### src/hdl/rayViewPkg.sv
//*************************************************
// Shared widths, bus structs, VGA constants and the reset pose
// for the ray view display core. Modules import it in their body
// and use scoped names in their port lists.
//*************************************************
`default_nettype none

package rayViewPkg;

    // Fixed point format is Q12.12
    localparam int fixedFracBits = 12;

    typedef logic signed [23:0] fixedT;     // Coordinate or vector component
    typedef logic [9:0]         coordT;     // Pixel position
    typedef logic [10:0]        frameNumT;  // Free running frame count
    typedef logic [1:0]         levelT;     // One colour channel
    typedef logic [3:0]         cellIdxT;   // Map row or column

    typedef struct packed {
        levelT r;
        levelT g;
        levelT b;
    } rgbT;

    typedef struct packed {
        fixedT playerX;
        fixedT playerY;
        fixedT facingX;  // Heading vector
        fixedT facingY;
        fixedT vplaneX;  // View plane vector
        fixedT vplaneY;
    } poseT;

    typedef struct packed {
        logic left;
        logic right;
        logic forward;
        logic back;
    } moveT;

    typedef struct packed {
        coordT h;
        coordT v;
        logic  visible;     // Inside 640x480
        logic  activeRows;  // v below 480, host may write the pose
        logic  frameTick;   // Single cycle at h=0, v=0
    } scanT;

    // 640x480 timing, counts in pixel clocks and lines
    localparam int hVisible   = 640;
    localparam int hSyncStart = 656;
    localparam int hSyncEnd   = 752;
    localparam int hTotal     = 800;
    localparam int vVisible   = 480;
    localparam int vSyncStart = 490;
    localparam int vSyncEnd   = 492;
    localparam int vTotal     = 525;

    localparam int halfHeight  = vVisible / 2;  // Ceiling above, floor below
    localparam int borderLeft  = 66;
    localparam int borderRight = 574;

    localparam fixedT fixedOne  = fixedT'(1 << fixedFracBits);
    localparam fixedT fixedHalf = fixedT'(1 << (fixedFracBits - 1));

    // Start in the middle of cell (1,13), looking up the map
    localparam fixedT playerStartX = fixedOne + fixedHalf;
    localparam fixedT playerStartY = fixedT'(13 * fixedOne + fixedHalf);
    localparam fixedT facingStartX = '0;
    localparam fixedT facingStartY = -fixedOne;
    localparam fixedT vplaneStartX = fixedHalf;  // Gives a narrow FOV
    localparam fixedT vplaneStartY = '0;

    localparam poseT startPose = '{
        playerX: playerStartX, playerY: playerStartY,
        facingX: facingStartX, facingY: facingStartY,
        vplaneX: vplaneStartX, vplaneY: vplaneStartY
    };

endpackage

`default_nettype wire

### src/hdl/vgaTiming.sv
//*************************************************
// 640x480 VGA scan generator. Drives the scan position bus,
// registered active low syncs and a frame counter that steps
// once per completed frame.
//*************************************************
`default_nettype none
`timescale 1ns/100ps

module vgaTiming (
    input  logic                 clk,
    input  logic                 reset,
    output rayViewPkg::scanT     scan,
    output logic                 hsync,
    output logic                 vsync,
    output rayViewPkg::frameNumT frameNum
);

    import rayViewPkg::*;

    localparam coordT hLast   = coordT'(hTotal - 1);
    localparam coordT vLast   = coordT'(vTotal - 1);
    localparam coordT hSyncLo = coordT'(hSyncStart);
    localparam coordT hSyncHi = coordT'(hSyncEnd);
    localparam coordT vSyncLo = coordT'(vSyncStart);
    localparam coordT vSyncHi = coordT'(vSyncEnd);

    coordT hCount;   // Current pixel in line
    coordT vCount;   // Current line in frame
    coordT hNext;
    coordT vNext;
    logic  hWrap;
    logic  vWrap;

    assign hWrap = (hCount == hLast);
    assign vWrap = (vCount == vLast);

    // Next position, so the sync flops line up with the counters
    assign hNext = hWrap ? '0 : hCount + 1'b1;
    assign vNext = !hWrap ? vCount : (vWrap ? '0 : vCount + 1'b1);

    always_ff @(posedge clk) begin
        if (reset) begin
            hCount   <= '0;
            vCount   <= '0;
            frameNum <= '0;
            hsync    <= 1'b1;  // Inactive
            vsync    <= 1'b1;
        end else begin
            hCount <= hNext;
            vCount <= vNext;
            if (hWrap && vWrap) begin
                frameNum <= frameNum + 1'b1;  // Last pixel of the frame
            end
            // Low inside the sync window
            hsync <= !(hNext >= hSyncLo && hNext < hSyncHi);
            vsync <= !(vNext >= vSyncLo && vNext < vSyncHi);
        end
    end

    // Flags decoded straight from the counters
    assign scan = '{
        h:          hCount,
        v:          vCount,
        visible:    (hCount < coordT'(hVisible)) && (vCount < coordT'(vVisible)),
        activeRows: (vCount < coordT'(vVisible)),
        frameTick:  (hCount == '0) && (vCount == '0)
    };

endmodule

`default_nettype wire

### src/hdl/playerState.sv
//*************************************************
// Player pose registers beside the renderer. Loads the start pose
// on reset, takes host writes on a valid/ready handshake during the
// active rows, and applies button motion once per frame.
//*************************************************
`default_nettype none
`timescale 1ns/100ps

module playerState #(
    parameter rayViewPkg::fixedT moveStep = 24'sd40  // Motion per frame
) (
    input  logic             clk,
    input  logic             reset,
    input  rayViewPkg::scanT scan,
    input  rayViewPkg::moveT move,
    input  logic             poseValid,
    input  rayViewPkg::poseT pose,
    output logic             poseReady,
    output rayViewPkg::poseT current
);

    import rayViewPkg::*;

    logic  poseTake;   // Handshake completes this edge
    logic  stepFrame;  // Motion allowed this edge
    fixedT nextX;
    fixedT nextY;

    // Host may only write while rows are being drawn
    assign poseReady = scan.activeRows;
    assign poseTake  = poseValid && poseReady;

    // Tick sits in row 0, so a write offered then is taken instead
    assign stepFrame = scan.frameTick;

    // Axis aligned motion, left and forward take precedence
    always_comb begin
        nextX = current.playerX;
        if (move.left) begin
            nextX = current.playerX - moveStep;
        end else if (move.right) begin
            nextX = current.playerX + moveStep;
        end

        nextY = current.playerY;
        if (move.forward) begin
            nextY = current.playerY - moveStep;  // Up the map
        end else if (move.back) begin
            nextY = current.playerY + moveStep;
        end
    end

    always_ff @(posedge clk) begin
        if (reset) begin
            current <= startPose;
        end else if (poseTake) begin
            current <= pose;  // Whole pose replaced
        end else if (stepFrame) begin
            // Facing and view plane stay put
            current.playerX <= nextX;
            current.playerY <= nextY;
        end
    end

endmodule

`default_nettype wire

### src/hdl/mapCells.sv
//*************************************************
// Fixed 16x16 map built from logic. Returns the colour level of
// the addressed cell for the overlay.
//*************************************************
`default_nettype none
`timescale 1ns/100ps

module mapCells (
    input  rayViewPkg::cellIdxT row,
    input  rayViewPkg::cellIdxT col,
    output rayViewPkg::levelT   val
);

    import rayViewPkg::*;

    logic outerRing;  // Solid wall around the edge
    logic pillar;     // Regular grid of inner blocks

    assign outerRing = (row == '0) || (row == '1) || (col == '0) || (col == '1);

    // Row and column both 2 modulo 4
    assign pillar = (row[1:0] == 2'd2) && (col[1:0] == 2'd2);

    always_comb begin
        if (outerRing) begin
            val = levelT'(3);
        end else if (pillar) begin
            val = levelT'(2);
        end else begin
            val = '0;  // Open floor
        end
    end

endmodule

`default_nettype wire

### src/hdl/pixelComposer.sv
//*************************************************
// Per pixel colour selection. Draws ceiling, floor and side
// borders, with the optional map overlay and player marker on
// top. Purely combinational, blanked outside the visible area.
//*************************************************
`default_nettype none
`timescale 1ns/100ps

module pixelComposer #(
    parameter int mapScale = 4  // log2 of map cell size in pixels
) (
    input  rayViewPkg::scanT    scan,
    input  logic                showMap,
    input  rayViewPkg::poseT    current,
    input  rayViewPkg::levelT   mapVal,
    output rayViewPkg::cellIdxT mapRow,
    output rayViewPkg::cellIdxT mapCol,
    output rayViewPkg::rgbT     rgb
);

    import rayViewPkg::*;

    // 16 cells plus the closing gridline
    localparam int overlaySize = (16 << mapScale) + 1;

    localparam rgbT playerPixelColour = '{r: 2'd3, g: 2'd3, b: 2'd0};  // Yellow
    localparam rgbT playerCellColour  = '{r: 2'd0, g: 2'd1, b: 2'd0};  // Dark green
    localparam rgbT gridColour        = '{r: 2'd0, g: 2'd0, b: 2'd1};
    localparam rgbT borderColour      = '{r: 2'd1, g: 2'd0, b: 2'd1};  // Dark purple
    localparam rgbT ceilingColour     = '{r: 2'd1, g: 2'd1, b: 2'd1};
    localparam rgbT floorColour       = '{r: 2'd2, g: 2'd2, b: 2'd2};

    logic    inOverlay;
    logic    inGridline;
    logic    inPlayerCell;
    logic    inPlayerPixel;
    logic    inBorder;
    logic    inCeiling;
    cellIdxT playerCol;  // Integer part of the position
    cellIdxT playerRow;
    rgbT     colour;     // Before blanking

    // Cell under the beam
    assign mapCol = scan.h[mapScale +: 4];
    assign mapRow = scan.v[mapScale +: 4];

    assign playerCol = current.playerX[fixedFracBits +: 4];
    assign playerRow = current.playerY[fixedFracBits +: 4];

    assign inOverlay = showMap
                       && (scan.h < coordT'(overlaySize))
                       && (scan.v < coordT'(overlaySize));

    // First pixel row or column of each cell
    assign inGridline = inOverlay
                        && ((scan.h[mapScale-1:0] == '0) || (scan.v[mapScale-1:0] == '0));

    assign inPlayerCell = inOverlay && (mapCol == playerCol) && (mapRow == playerRow);

    // Top fraction bits pick the pixel inside the cell
    assign inPlayerPixel = inPlayerCell
        && (scan.h[mapScale-1:0] == current.playerX[fixedFracBits-1 -: mapScale])
        && (scan.v[mapScale-1:0] == current.playerY[fixedFracBits-1 -: mapScale]);

    assign inBorder  = (scan.h < coordT'(borderLeft)) || (scan.h >= coordT'(borderRight));
    assign inCeiling = (scan.v < coordT'(halfHeight));

    // Priority chain, overlay above everything else
    always_comb begin
        if (inPlayerPixel) begin
            colour = playerPixelColour;
        end else if (inPlayerCell) begin
            colour = playerCellColour;
        end else if (inGridline) begin
            colour = gridColour;
        end else if (inOverlay) begin
            colour = '{r: '0, g: '0, b: mapVal};  // Cell level in blue
        end else if (inBorder) begin
            colour = borderColour;
        end else if (inCeiling) begin
            colour = ceilingColour;
        end else begin
            colour = floorColour;
        end
    end

    assign rgb = scan.visible ? colour : '0;  // Black in blanking

endmodule

`default_nettype wire

### src/hdl/rayViewTop.sv
//*************************************************
// Top of the ray view display core. Connects scan timing, pose
// registers, map and pixel composer, and sets the motion step
// and map overlay scale for the blocks below.
//*************************************************
`default_nettype none
`timescale 1ns/100ps

module rayViewTop #(
    parameter rayViewPkg::fixedT moveStep = 24'sd40,  // Walking pace in LSB per frame
    parameter int                mapScale = 4         // 16 pixel map cells
) (
    input  logic                 clk,
    input  logic                 reset,
    input  logic                 showMap,
    input  rayViewPkg::moveT     move,
    input  logic                 poseValid,
    input  rayViewPkg::poseT     pose,
    output logic                 poseReady,
    output rayViewPkg::rgbT      rgb,
    output logic                 hsync,
    output logic                 vsync,
    output rayViewPkg::coordT    px,
    output rayViewPkg::coordT    py,
    output rayViewPkg::frameNumT frameNum
);

    import rayViewPkg::*;

    scanT    scan;
    poseT    current;
    cellIdxT mapRow;
    cellIdxT mapCol;
    levelT   mapVal;

    assign px = scan.h;
    assign py = scan.v;

    vgaTiming i_vgaTiming (
        .clk      (clk),
        .reset    (reset),
        .scan     (scan),
        .hsync    (hsync),
        .vsync    (vsync),
        .frameNum (frameNum)
    );

    playerState #(
        .moveStep (moveStep)
    ) i_playerState (
        .clk       (clk),
        .reset     (reset),
        .scan      (scan),
        .move      (move),
        .poseValid (poseValid),
        .pose      (pose),
        .poseReady (poseReady),
        .current   (current)
    );

    mapCells i_mapCells (
        .row (mapRow),
        .col (mapCol),
        .val (mapVal)
    );

    pixelComposer #(
        .mapScale (mapScale)
    ) i_pixelComposer (
        .scan    (scan),
        .showMap (showMap),
        .current (current),
        .mapVal  (mapVal),
        .mapRow  (mapRow),
        .mapCol  (mapCol),
        .rgb     (rgb)
    );

endmodule

`default_nettype wire

### config.mk
export PLATFORM = sky130hd
export DESIGN_NAME = rayViewTop
export DESIGN_NICKNAME = d
export VERILOG_FILES = /design/src/hdl/rayViewPkg.sv /design/src/hdl/vgaTiming.sv /design/src/hdl/playerState.sv /design/src/hdl/mapCells.sv /design/src/hdl/pixelComposer.sv /design/src/hdl/rayViewTop.sv
export SDC_FILE = /design/constraint.sdc
export NUM_CORES = 1
export LEC_CHECK = 0
export BUFFER_PORTS_ARGS = -buffer_cell sky130_fd_sc_hd__buf_2
export CORE_MARGIN = 4
export CORE_UTILIZATION = 50
export CTS_BUF_LIST = sky130_fd_sc_hd__clkbuf_4 sky130_fd_sc_hd__clkbuf_8 sky130_fd_sc_hd__clkbuf_16
export CTS_CLUSTER_DIAMETER = 120
export DETAILED_ROUTE_END_ITERATION = 8
export PLACE_DENSITY = 0.84
export SYNTH_ARGS = -nofsm -noshare
export SYNTH_HDL_FRONTEND = slang
export SYNTH_SLANG_ARGS = --single-unit
### constraint.sdc
create_clock -name clk -period 4.85 [get_ports clk]
set_clock_uncertainty 0.05 [all_clocks]
set_input_delay 0.2425 -clock clk [delete_from_list [all_inputs] [get_ports clk]]
set_output_delay 0.2425 -clock clk [all_outputs]
set_load 0.01 [all_outputs]
* Word-level counts from Yosys, hierarchy flattened
Cells that the tools add are included.
** Word-level totals
- Logic and storage cells :: 85
- Output and inout port bits :: 40
- Bits of input ports :: 152
- Bits in registers :: 81
** Cells by class
- Equal/unequal tests :: 10
- $lt $le $gt $ge :: 11
- $add $sub $neg :: 7
- Mux-type cells :: 18
- Reductions and logical operators :: 32
** Operators with widths (count)
- two-way mux 24 bit :: 4
- two-way mux 48 bit :: 2
- adder 24 x 7 -> 24 bit (second input constant) :: 2
- subtractor 24 x 7 -> 24 bit (second input constant) :: 2
- two-way mux 6 bit :: 7
- < comparator 10 x 9 -> 1 bit (second input constant) :: 4
- two-way mux 10 bit :: 3
- adder 10 x 1 -> 10 bit (second input constant) :: 2
- equality test 10 bit (second input constant) :: 2
- >= comparator 10 bit (second input constant) :: 2
- zero test 10 bit :: 2
- < comparator 10 bit (second input constant) :: 2
- equality test 4 bit :: 4
- zero test 4 bit :: 4
- logical AND 1 bit :: 14
- adder 11 x 1 -> 11 bit (second input constant) :: 1
- >= comparator 10 x 9 -> 1 bit (second input constant) :: 1
- < comparator 10 x 7 -> 1 bit (second input constant) :: 1
- < comparator 10 x 8 -> 1 bit (second input constant) :: 1
- equality test 4 bit (second input constant) :: 2
- nonzero test 3 bit :: 2
- logical OR 1 bit :: 5
- equality test 2 bit (second input constant) :: 2
- two-way mux 2 bit :: 2
- 3 further kinds :: 5

* Logic depth before layout (Yosys ltp)
Gate-level depths: netlist of run 1.
- Depth in word-level cells :: 10
- Mapped depth :: 11
- Gate-level depth less buffers :: 9

* By module
Synthesis of run 1 repeated with hierarchy kept, for this count alone.
** Unflattened totals
- Cell total of the unflattened synthesis :: 1250
- Area, all modules :: 9826.9 µm²
** Modules (own cells, without submodules)
- playerState :: sequential area each 2882.8 µm², cells each 942, area an instance 7388.3 µm², times used 1
- vgaTiming :: sequential area each 660.6 µm², cells each 235, area an instance 1883.1 µm², times used 1
- pixelComposer :: sequential area each 0.0 µm², cells each 64, area an instance 478.0 µm², times used 1
- mapCells :: sequential area each 0.0 µm², cells each 9, area an instance 77.6 µm², times used 1

* Worst setup path after synthesis of run 1
OpenSTA, ideal clock, no wires.
- Path type :: register to output
- From :: reg i_vgaTiming.vCount[0]
- To :: out rgb[5] in the netlist's numbering
- Data required time :: 4558 ps
- Buffers on the path :: 1
- Setup slack :: 2342 ps
- Arrival time :: 2215 ps
- Cell stages (with the launch flop) :: 11
- Cells stage by stage :: dfxtp_1 -> inv_1 -> ha_1 -> nor3b_1 -> nand2_1 -> a22oi_1 -> nand3_1 -> nor3_1 -> nand3_1 -> a21oi_1 -> buf_4
** RTL lines
- from (decl) :: line vgaTiming.sv:28 : coordT vCount;
- from (signal assigned) :: line vgaTiming.sv:50 : vCount <= vNext;
- to (decl) :: line rayViewTop.sv:20 : output rayViewPkg::rgbT rgb,

==> results.cfg, run 1 <==
[floorplan]
rows = 33
die_y_um = 99.9
start_util_pct = 51.4
io_pins = 192
die_x_um = 99.9
dieArea_um2 = 9990
core_area_um2 = 8220

[cts]
clkTransAtPathRegs_ns = 0.07
numCtsBuffers = 9
htreeDepth = 3
clock_latency_ns = 0.35
post_cts_buffers = 0
clock_sinks = 59
cts_tree = yes
cts_root_buf = clkbuf_8
cts_resized = 0
clockBufferDepth = 2
cts_hold_buf = 0

[logic_synthesis]
synth_edf_count = 0
synthCells = 530
synth-seq-area-share_pct = 27.9
synth.distinct_cells = 61
yosys_warnings = 0
ys_ff_latch = 59
avgSynthCellArea_um2 = 7.97
async_flop_share_pct = 0
syn_area_um2 = 4230
synth-main-ff-cell = dfxtp_1
synthesis.nets = 712

[setup_path]
regToRegSetupSlack_ns = 2.07
critPathLaunch = i_vgaTiming.hCount[5]
r2r_end = i_playerState.current[132]
cp-start-kind = flop
critPathKind = reg2out
path_max_fanout = 16
worst_ep_arrival_time_ns = 3.07
setup.worst_path.end = rgb[3]
crit_path_end_kind = output pin
r2r_cells = 9
r2r_start = i_vgaTiming.vCount[0]
required_ns = 4.56

[global_route]
antenna_found_initial = 0
track_usage_pct = 21.9
grt_max_degree = 51
grt_pass1_wl_mm = 17.8
overflow = 0
grt_pass1_vias = 3911

[sta]
slew_headroom_pct = 35.4
finalSetupTns_ns = 0
layout_min_cycle_time_ns = 3.36
max_freq_ghz = 0.298
setup_viol = 0
layout_setup_ws_ns = 1.49
maxSlewViolCount = 0
hold_viol = 0
rsz0062_at_grt = no
worst_slew_pin_slew_ns = 0.969
finalCritPeriodShare_pct = 69.2

[layout]
fill_cells = 736
diodes = 0
nets = 768
final_util_pct = 58.5
areaGrowthSynthToFinish_pct = 13.8
drive_gt1_share_pct = 18.3

[detailed_routing]
num_vias = 4104
viasPerCell = 5.90
wire_per_inst_um = 15.5
drt_iter0_drc = 297
routed_wirelength_mm = 10.8
firstDrtPassIters = 5
drc = 0
drtAntennaViolNets = 0

[placement]
hpwl_mm = 7.89
pre_cts_ws_ns = 1.82
place_congestion = 0.919
port_buffers = 73

[min_path]
hold_path_class = in2reg

[pwr]
p_leak_nw = 2.11
ir_worst_vdd_v = 0.000138
power_density_nw_per_um2 = 286

[flow_run]
cap_violations = 0

[status]
status = finished, final reports clean
## cell usage after synthesis (5+ instances only)
master    number  area [um2]
nor2_1        65         244
dfxtp_1       59        1180
nand2_1       41         154
a21oi_1       33         165
xnor2_1       29         254
ha_1          28         350
xor2_1        27         236
o21ai_0       26         130
clkbuf_1      20        75.1
nand3_1       20         100
inv_1         15        56.3
a211oi_1      14         105
nand4_1       14        87.6
nor3_1        11        55.1
mux2i_1       10         100
a21o_1         9        67.6
nor4_1         9        56.3
a311oi_1       8        70.1
or3_1          8        50.1
and3_1         6        37.5
o211ai_1       5        37.5
or2_2          5        31.3
## worst min-delay path by stage
stage / depth (start not counted) / start / endpoint / slack (ns)
2_1_floorplan: 2 / pose[132] / i_playerState.current[132] / 0.32
3_3_place_gp: 2 / i_vgaTiming.frameNum[10] / i_vgaTiming.frameNum[10] / 0.41
4_1_cts: 2 / pose[133] / i_playerState.current[133] / 0.05
6_report: 2 / pose[133] / i_playerState.current[133] / 0.06
3_5_place_dp: 2 / pose[133] / i_playerState.current[133] / 0.42
5_1_grt: 3 / pose[132] / i_playerState.current[132] / 0.08
## power by group
part           internal (mW)  switching (mW)
Combinational          0.150           0.183
Sequential             0.510          0.0299
Clock                  0.299           0.206
Total                  0.960           0.418
## layout by cell type (no fill, tap or decap), types with 15 or more instances in the layout
| cell | netlist | final |
|---|---|---|
| buf_2 | 4 | 73 |
| nor2_1 | 65 | 65 |
| dfxtp_1 | 59 | 59 |
| nand2_1 | 41 | 41 |
| a21oi_1 | 33 | 33 |
| xnor2_1 | 29 | 29 |
| ha_1 | 28 | 28 |
| xor2_1 | 27 | 27 |
| o21ai_0 | 26 | 26 |
| nand3_1 | 20 | 20 |
| inv_1 | 15 | 15 |
## metal layers
metal  share of wire, %  track usage, %  routed length [um]  vias to the layer above
li1                   -               -                   -                     2016
met1                 44            27.3                4710                     1933
met2                 48            36.6                5210                      136
met3                5.9            4.03                 637                       19
met4                2.4            10.4                 258                        0
met5                  0               0                   0                        -
## state kept, by name, summed over array words and instances (netlist names)
register / flops
i_playerState.current: 26
i_vgaTiming.hsync: 1
i_vgaTiming.vCount: 10
i_vgaTiming.vsync: 1
i_vgaTiming.hCount: 10
i_vgaTiming.frameNum: 11
## cells by family (layout without fill, tap and decap cells)
group	Yosys count	in the layout	share of synthesized area [%]
simple gates	210	210	25.8
compound gates	120	120	18.3
flops	59	59	27.9
xor+xnor	56	56	11.6
buf+inv	45	106	4.77
fa+ha+maj	30	30	9.24
mux	10	10	2.37
## final cells by class
class / instances / area (um2) / share of cell area [%]
multi-input combinational: 426 / 2840 / 59.1
sequential: 59 / 1180 / 24.6
timing repair buffer: 75 / 380 / 7.91
clock buffer: 11 / 139 / 2.89
tap: 105 / 131 / 2.73
clock inverter: 5 / 77.6 / 1.61
inverter: 15 / 56.3 / 1.17
## stage by stage
| stage | instances | total power [mW] | hold WS, ns | instance area, um2 |
|---|---|---|---|---|
| after floorplan | 530 | 0.809 | 0.316 | 4230 |
| after global placement | 680 | 0.866 | 0.412 | 4590 |
| after detailed placement | 680 | 0.879 | 0.417 | 4590 |
| after CTS | 696 | 1.39 | 0.0548 | 4810 |
| after global routing | 696 | 1.45 | 0.0795 | 4810 |
| final | 696 | 1.38 | 0.0614 | 4810 |
## worst max-delay path, stage by stage, from the launching register on
cell and delay, ns:
dfxtp_1 0.49, nor4_1 0.56, nand3_1 0.15, a22oi_1 0.21
nand3_1 0.24, nor3_1 0.44, nand3_1 0.23, a21oi_1 0.23
buf_2 0.17
Note: power is estimated with default switching activity, not from simulation.
==> run 2: changes to the inputs <==
Settings changed: CORE_UTILIZATION 50 to 48, PLACE_DENSITY 0.84 to 0.82.
Clock period 4.85 ns to 3.17 ns, I/O delays scaled along.
==> results.cfg, run 2 (synthesis results as in run 1) <==
[layout]
final_common_cell = buf_2
largestRegisters = i_playerState.current x26, i_vgaTiming.frameNum x11
areaGrowthSynthToFinish_pct = 16.0
nets = 777
diodes = 0
final_cell_mix = 73 x buf_2, 65 x nor2_1, 59 x dfxtp_1, 41 x nand2_1, 33 x a21oi_1
top_register = i_playerState.current
drive_gt1_share_pct = 19.4
largest_reg_flops = 26

[sta]
layout_setup_ws_ns = 0.260
hold_viol = 0
setup_viol = 0
slew_headroom_pct = 36.7
maxSlewViolCount = 0
max_freq_ghz = 0.344
worst_slew_pin_slew_ns = 0.950
rsz0062_at_grt = no
finalSetupTns_ns = 0
finalCritPeriodShare_pct = 91.8
layout_min_cycle_time_ns = 2.91

[cts]
clockBufferDepth = 2
clkTransAtPathRegs_ns = 0.07
clock_latency_ns = 0.34
cts_tree = yes
cts_root_buf = clkbuf_8
post_cts_buffers = 0
htreeDepth = 3
numCtsBuffers = 9
clock_sinks = 59

[placement]
hpwl_mm = 8.04
port_buffers = 73
place_congestion = 0.902
pre_cts_ws_ns = 0.433

[global_route]
track_usage_pct = 21.5
grt_pass1_vias = 3855
grt_pass1_wl_mm = 17.9
antenna_found_initial = 0
overflow = 0
grt_max_degree = 51

[pwr]
switching_power_mw = 0.628
total_power_mw = 2.10
p_comb_share_pct = 24.7
p_leak_nw = 2.16
seqPwrFrac_pct = 39.4
power_density_nw_per_um2 = 428
ir_worst_vdd_v = 0.000195
switching_share_pct = 29.9
p_int_mw = 1.47
clockPowerShare_pct = 35.8

[setup_path]
regToRegSetupSlack_ns = 0.60
path_max_fanout = 7
crit_path_end_kind = output pin
worst_ep_arrival_time_ns = 2.70
cp-start-kind = flop
required_ns = 2.96
critPathKind = reg2out

[detailed_routing]
wire_per_inst_um = 15.6
firstDrtPassIters = 7
num_vias = 4144
routed_wirelength_mm = 11.0
drt_iter0_drc = 368
drtAntennaViolNets = 0
drc = 0
viasPerCell = 5.89

[flow_run]
cap_violations = 0

[floorplan]
core_area_um2 = 8380
start_util_pct = 50.4
rows = 33
dieArea_um2 = 10400
die_y_um = 102
io_pins = 192
die_x_um = 102

[status]
status = finished, final reports clean

[min_path]
hold_path_class = in2reg
==> run 2: cell types whose count changed in the layout (fill, tap and decap cells not counted), sizes merged <==
cell / previous run / this run
clkinvlp: 1 / 0
buf: 75 / 81
dlygate4sd3: 0 / 3
clkinv: 2 / 0
clkbuf: 11 / 14
bufinv: 2 / 1
==> run 2: final cells by class <==
type,instances,area [um2]
fillers,746,3480
multi-input cells,426,2860
flip-flops and latches,59,1180
repair buffers,84,455
clock buffers,14,186
well taps,105,131
inverters,15,56.3
clock inverters,1,30.0
==> run 2: power by group through the flow <==
| stage | Combinational, mW | Clock [mW] | Sequential (mW) |
|---|---|---|---|
| after floorplan | 0.413 | 0 | 0.825 |
| after global placement | 0.490 | 0 | 0.842 |
| after detailed placement | 0.506 | 0 | 0.844 |
| after CTS | 0.515 | 0.767 | 0.827 |
| after global routing | 0.578 | 0.799 | 0.833 |
| final | 0.519 | 0.752 | 0.828 |
==> run 2: routing by layer <==
metal / track usage (%) / part of all wire, %
met4: 9.49 / 2.5
met2: 34.5 / 47
met3: 3.21 / 7.0
met5: 0 / 0
met1: 28.8 / 44
==> run 2: path summary, 6_finish.rpt <==
check	startpoint	to	depth (start not counted)
worst min-delay path	pose[124]	i_playerState.current[124]	3
worst max-delay path	i_vgaTiming.vCount[0]	rgb[5]	10
worst max register to register	i_vgaTiming.hCount[0]	i_playerState.current[111]	9
worst min register to register	i_vgaTiming.frameNum[10]	i_vgaTiming.frameNum[10]	2
==> run 2: worst max-delay path, cell delays in order, from the launching register on <==
cell     delay, ns
dfxtp_1       0.39
inv_1         0.09
ha_1          0.17
nor3b_2       0.33
nand2_1       0.13
a22oi_1       0.16
nand3_1       0.24
nor3_2        0.33
nand3_1       0.16
a21oi_1       0.19
buf_2         0.15
==> run 2: repair_timing <==
action / 4_1_cts / 5_1_grt
hold buffers: 3 / 0
endpoints found under the hold margin: 3 / 0
gates resized for setup: 0 / 3
endpoints found under the setup margin: 0 / 6
==> run 2: metrics by stage <==
| step | cells | cell area [um2] | hold slack [ns] | utilization, % |
|---|---|---|---|---|
| after CTS | 704 | 4880 | 0.00787 | 58.3 |
| after detailed placement | 686 | 4640 | 0.331 | 55.3 |
| final | 704 | 4900 | 0.0206 | 58.5 |
| after global placement | 686 | 4640 | 0.331 | 55.3 |
| after global routing | 704 | 4900 | 0.0283 | 58.5 |
| after floorplan | 530 | 4230 | 0.232 | - |
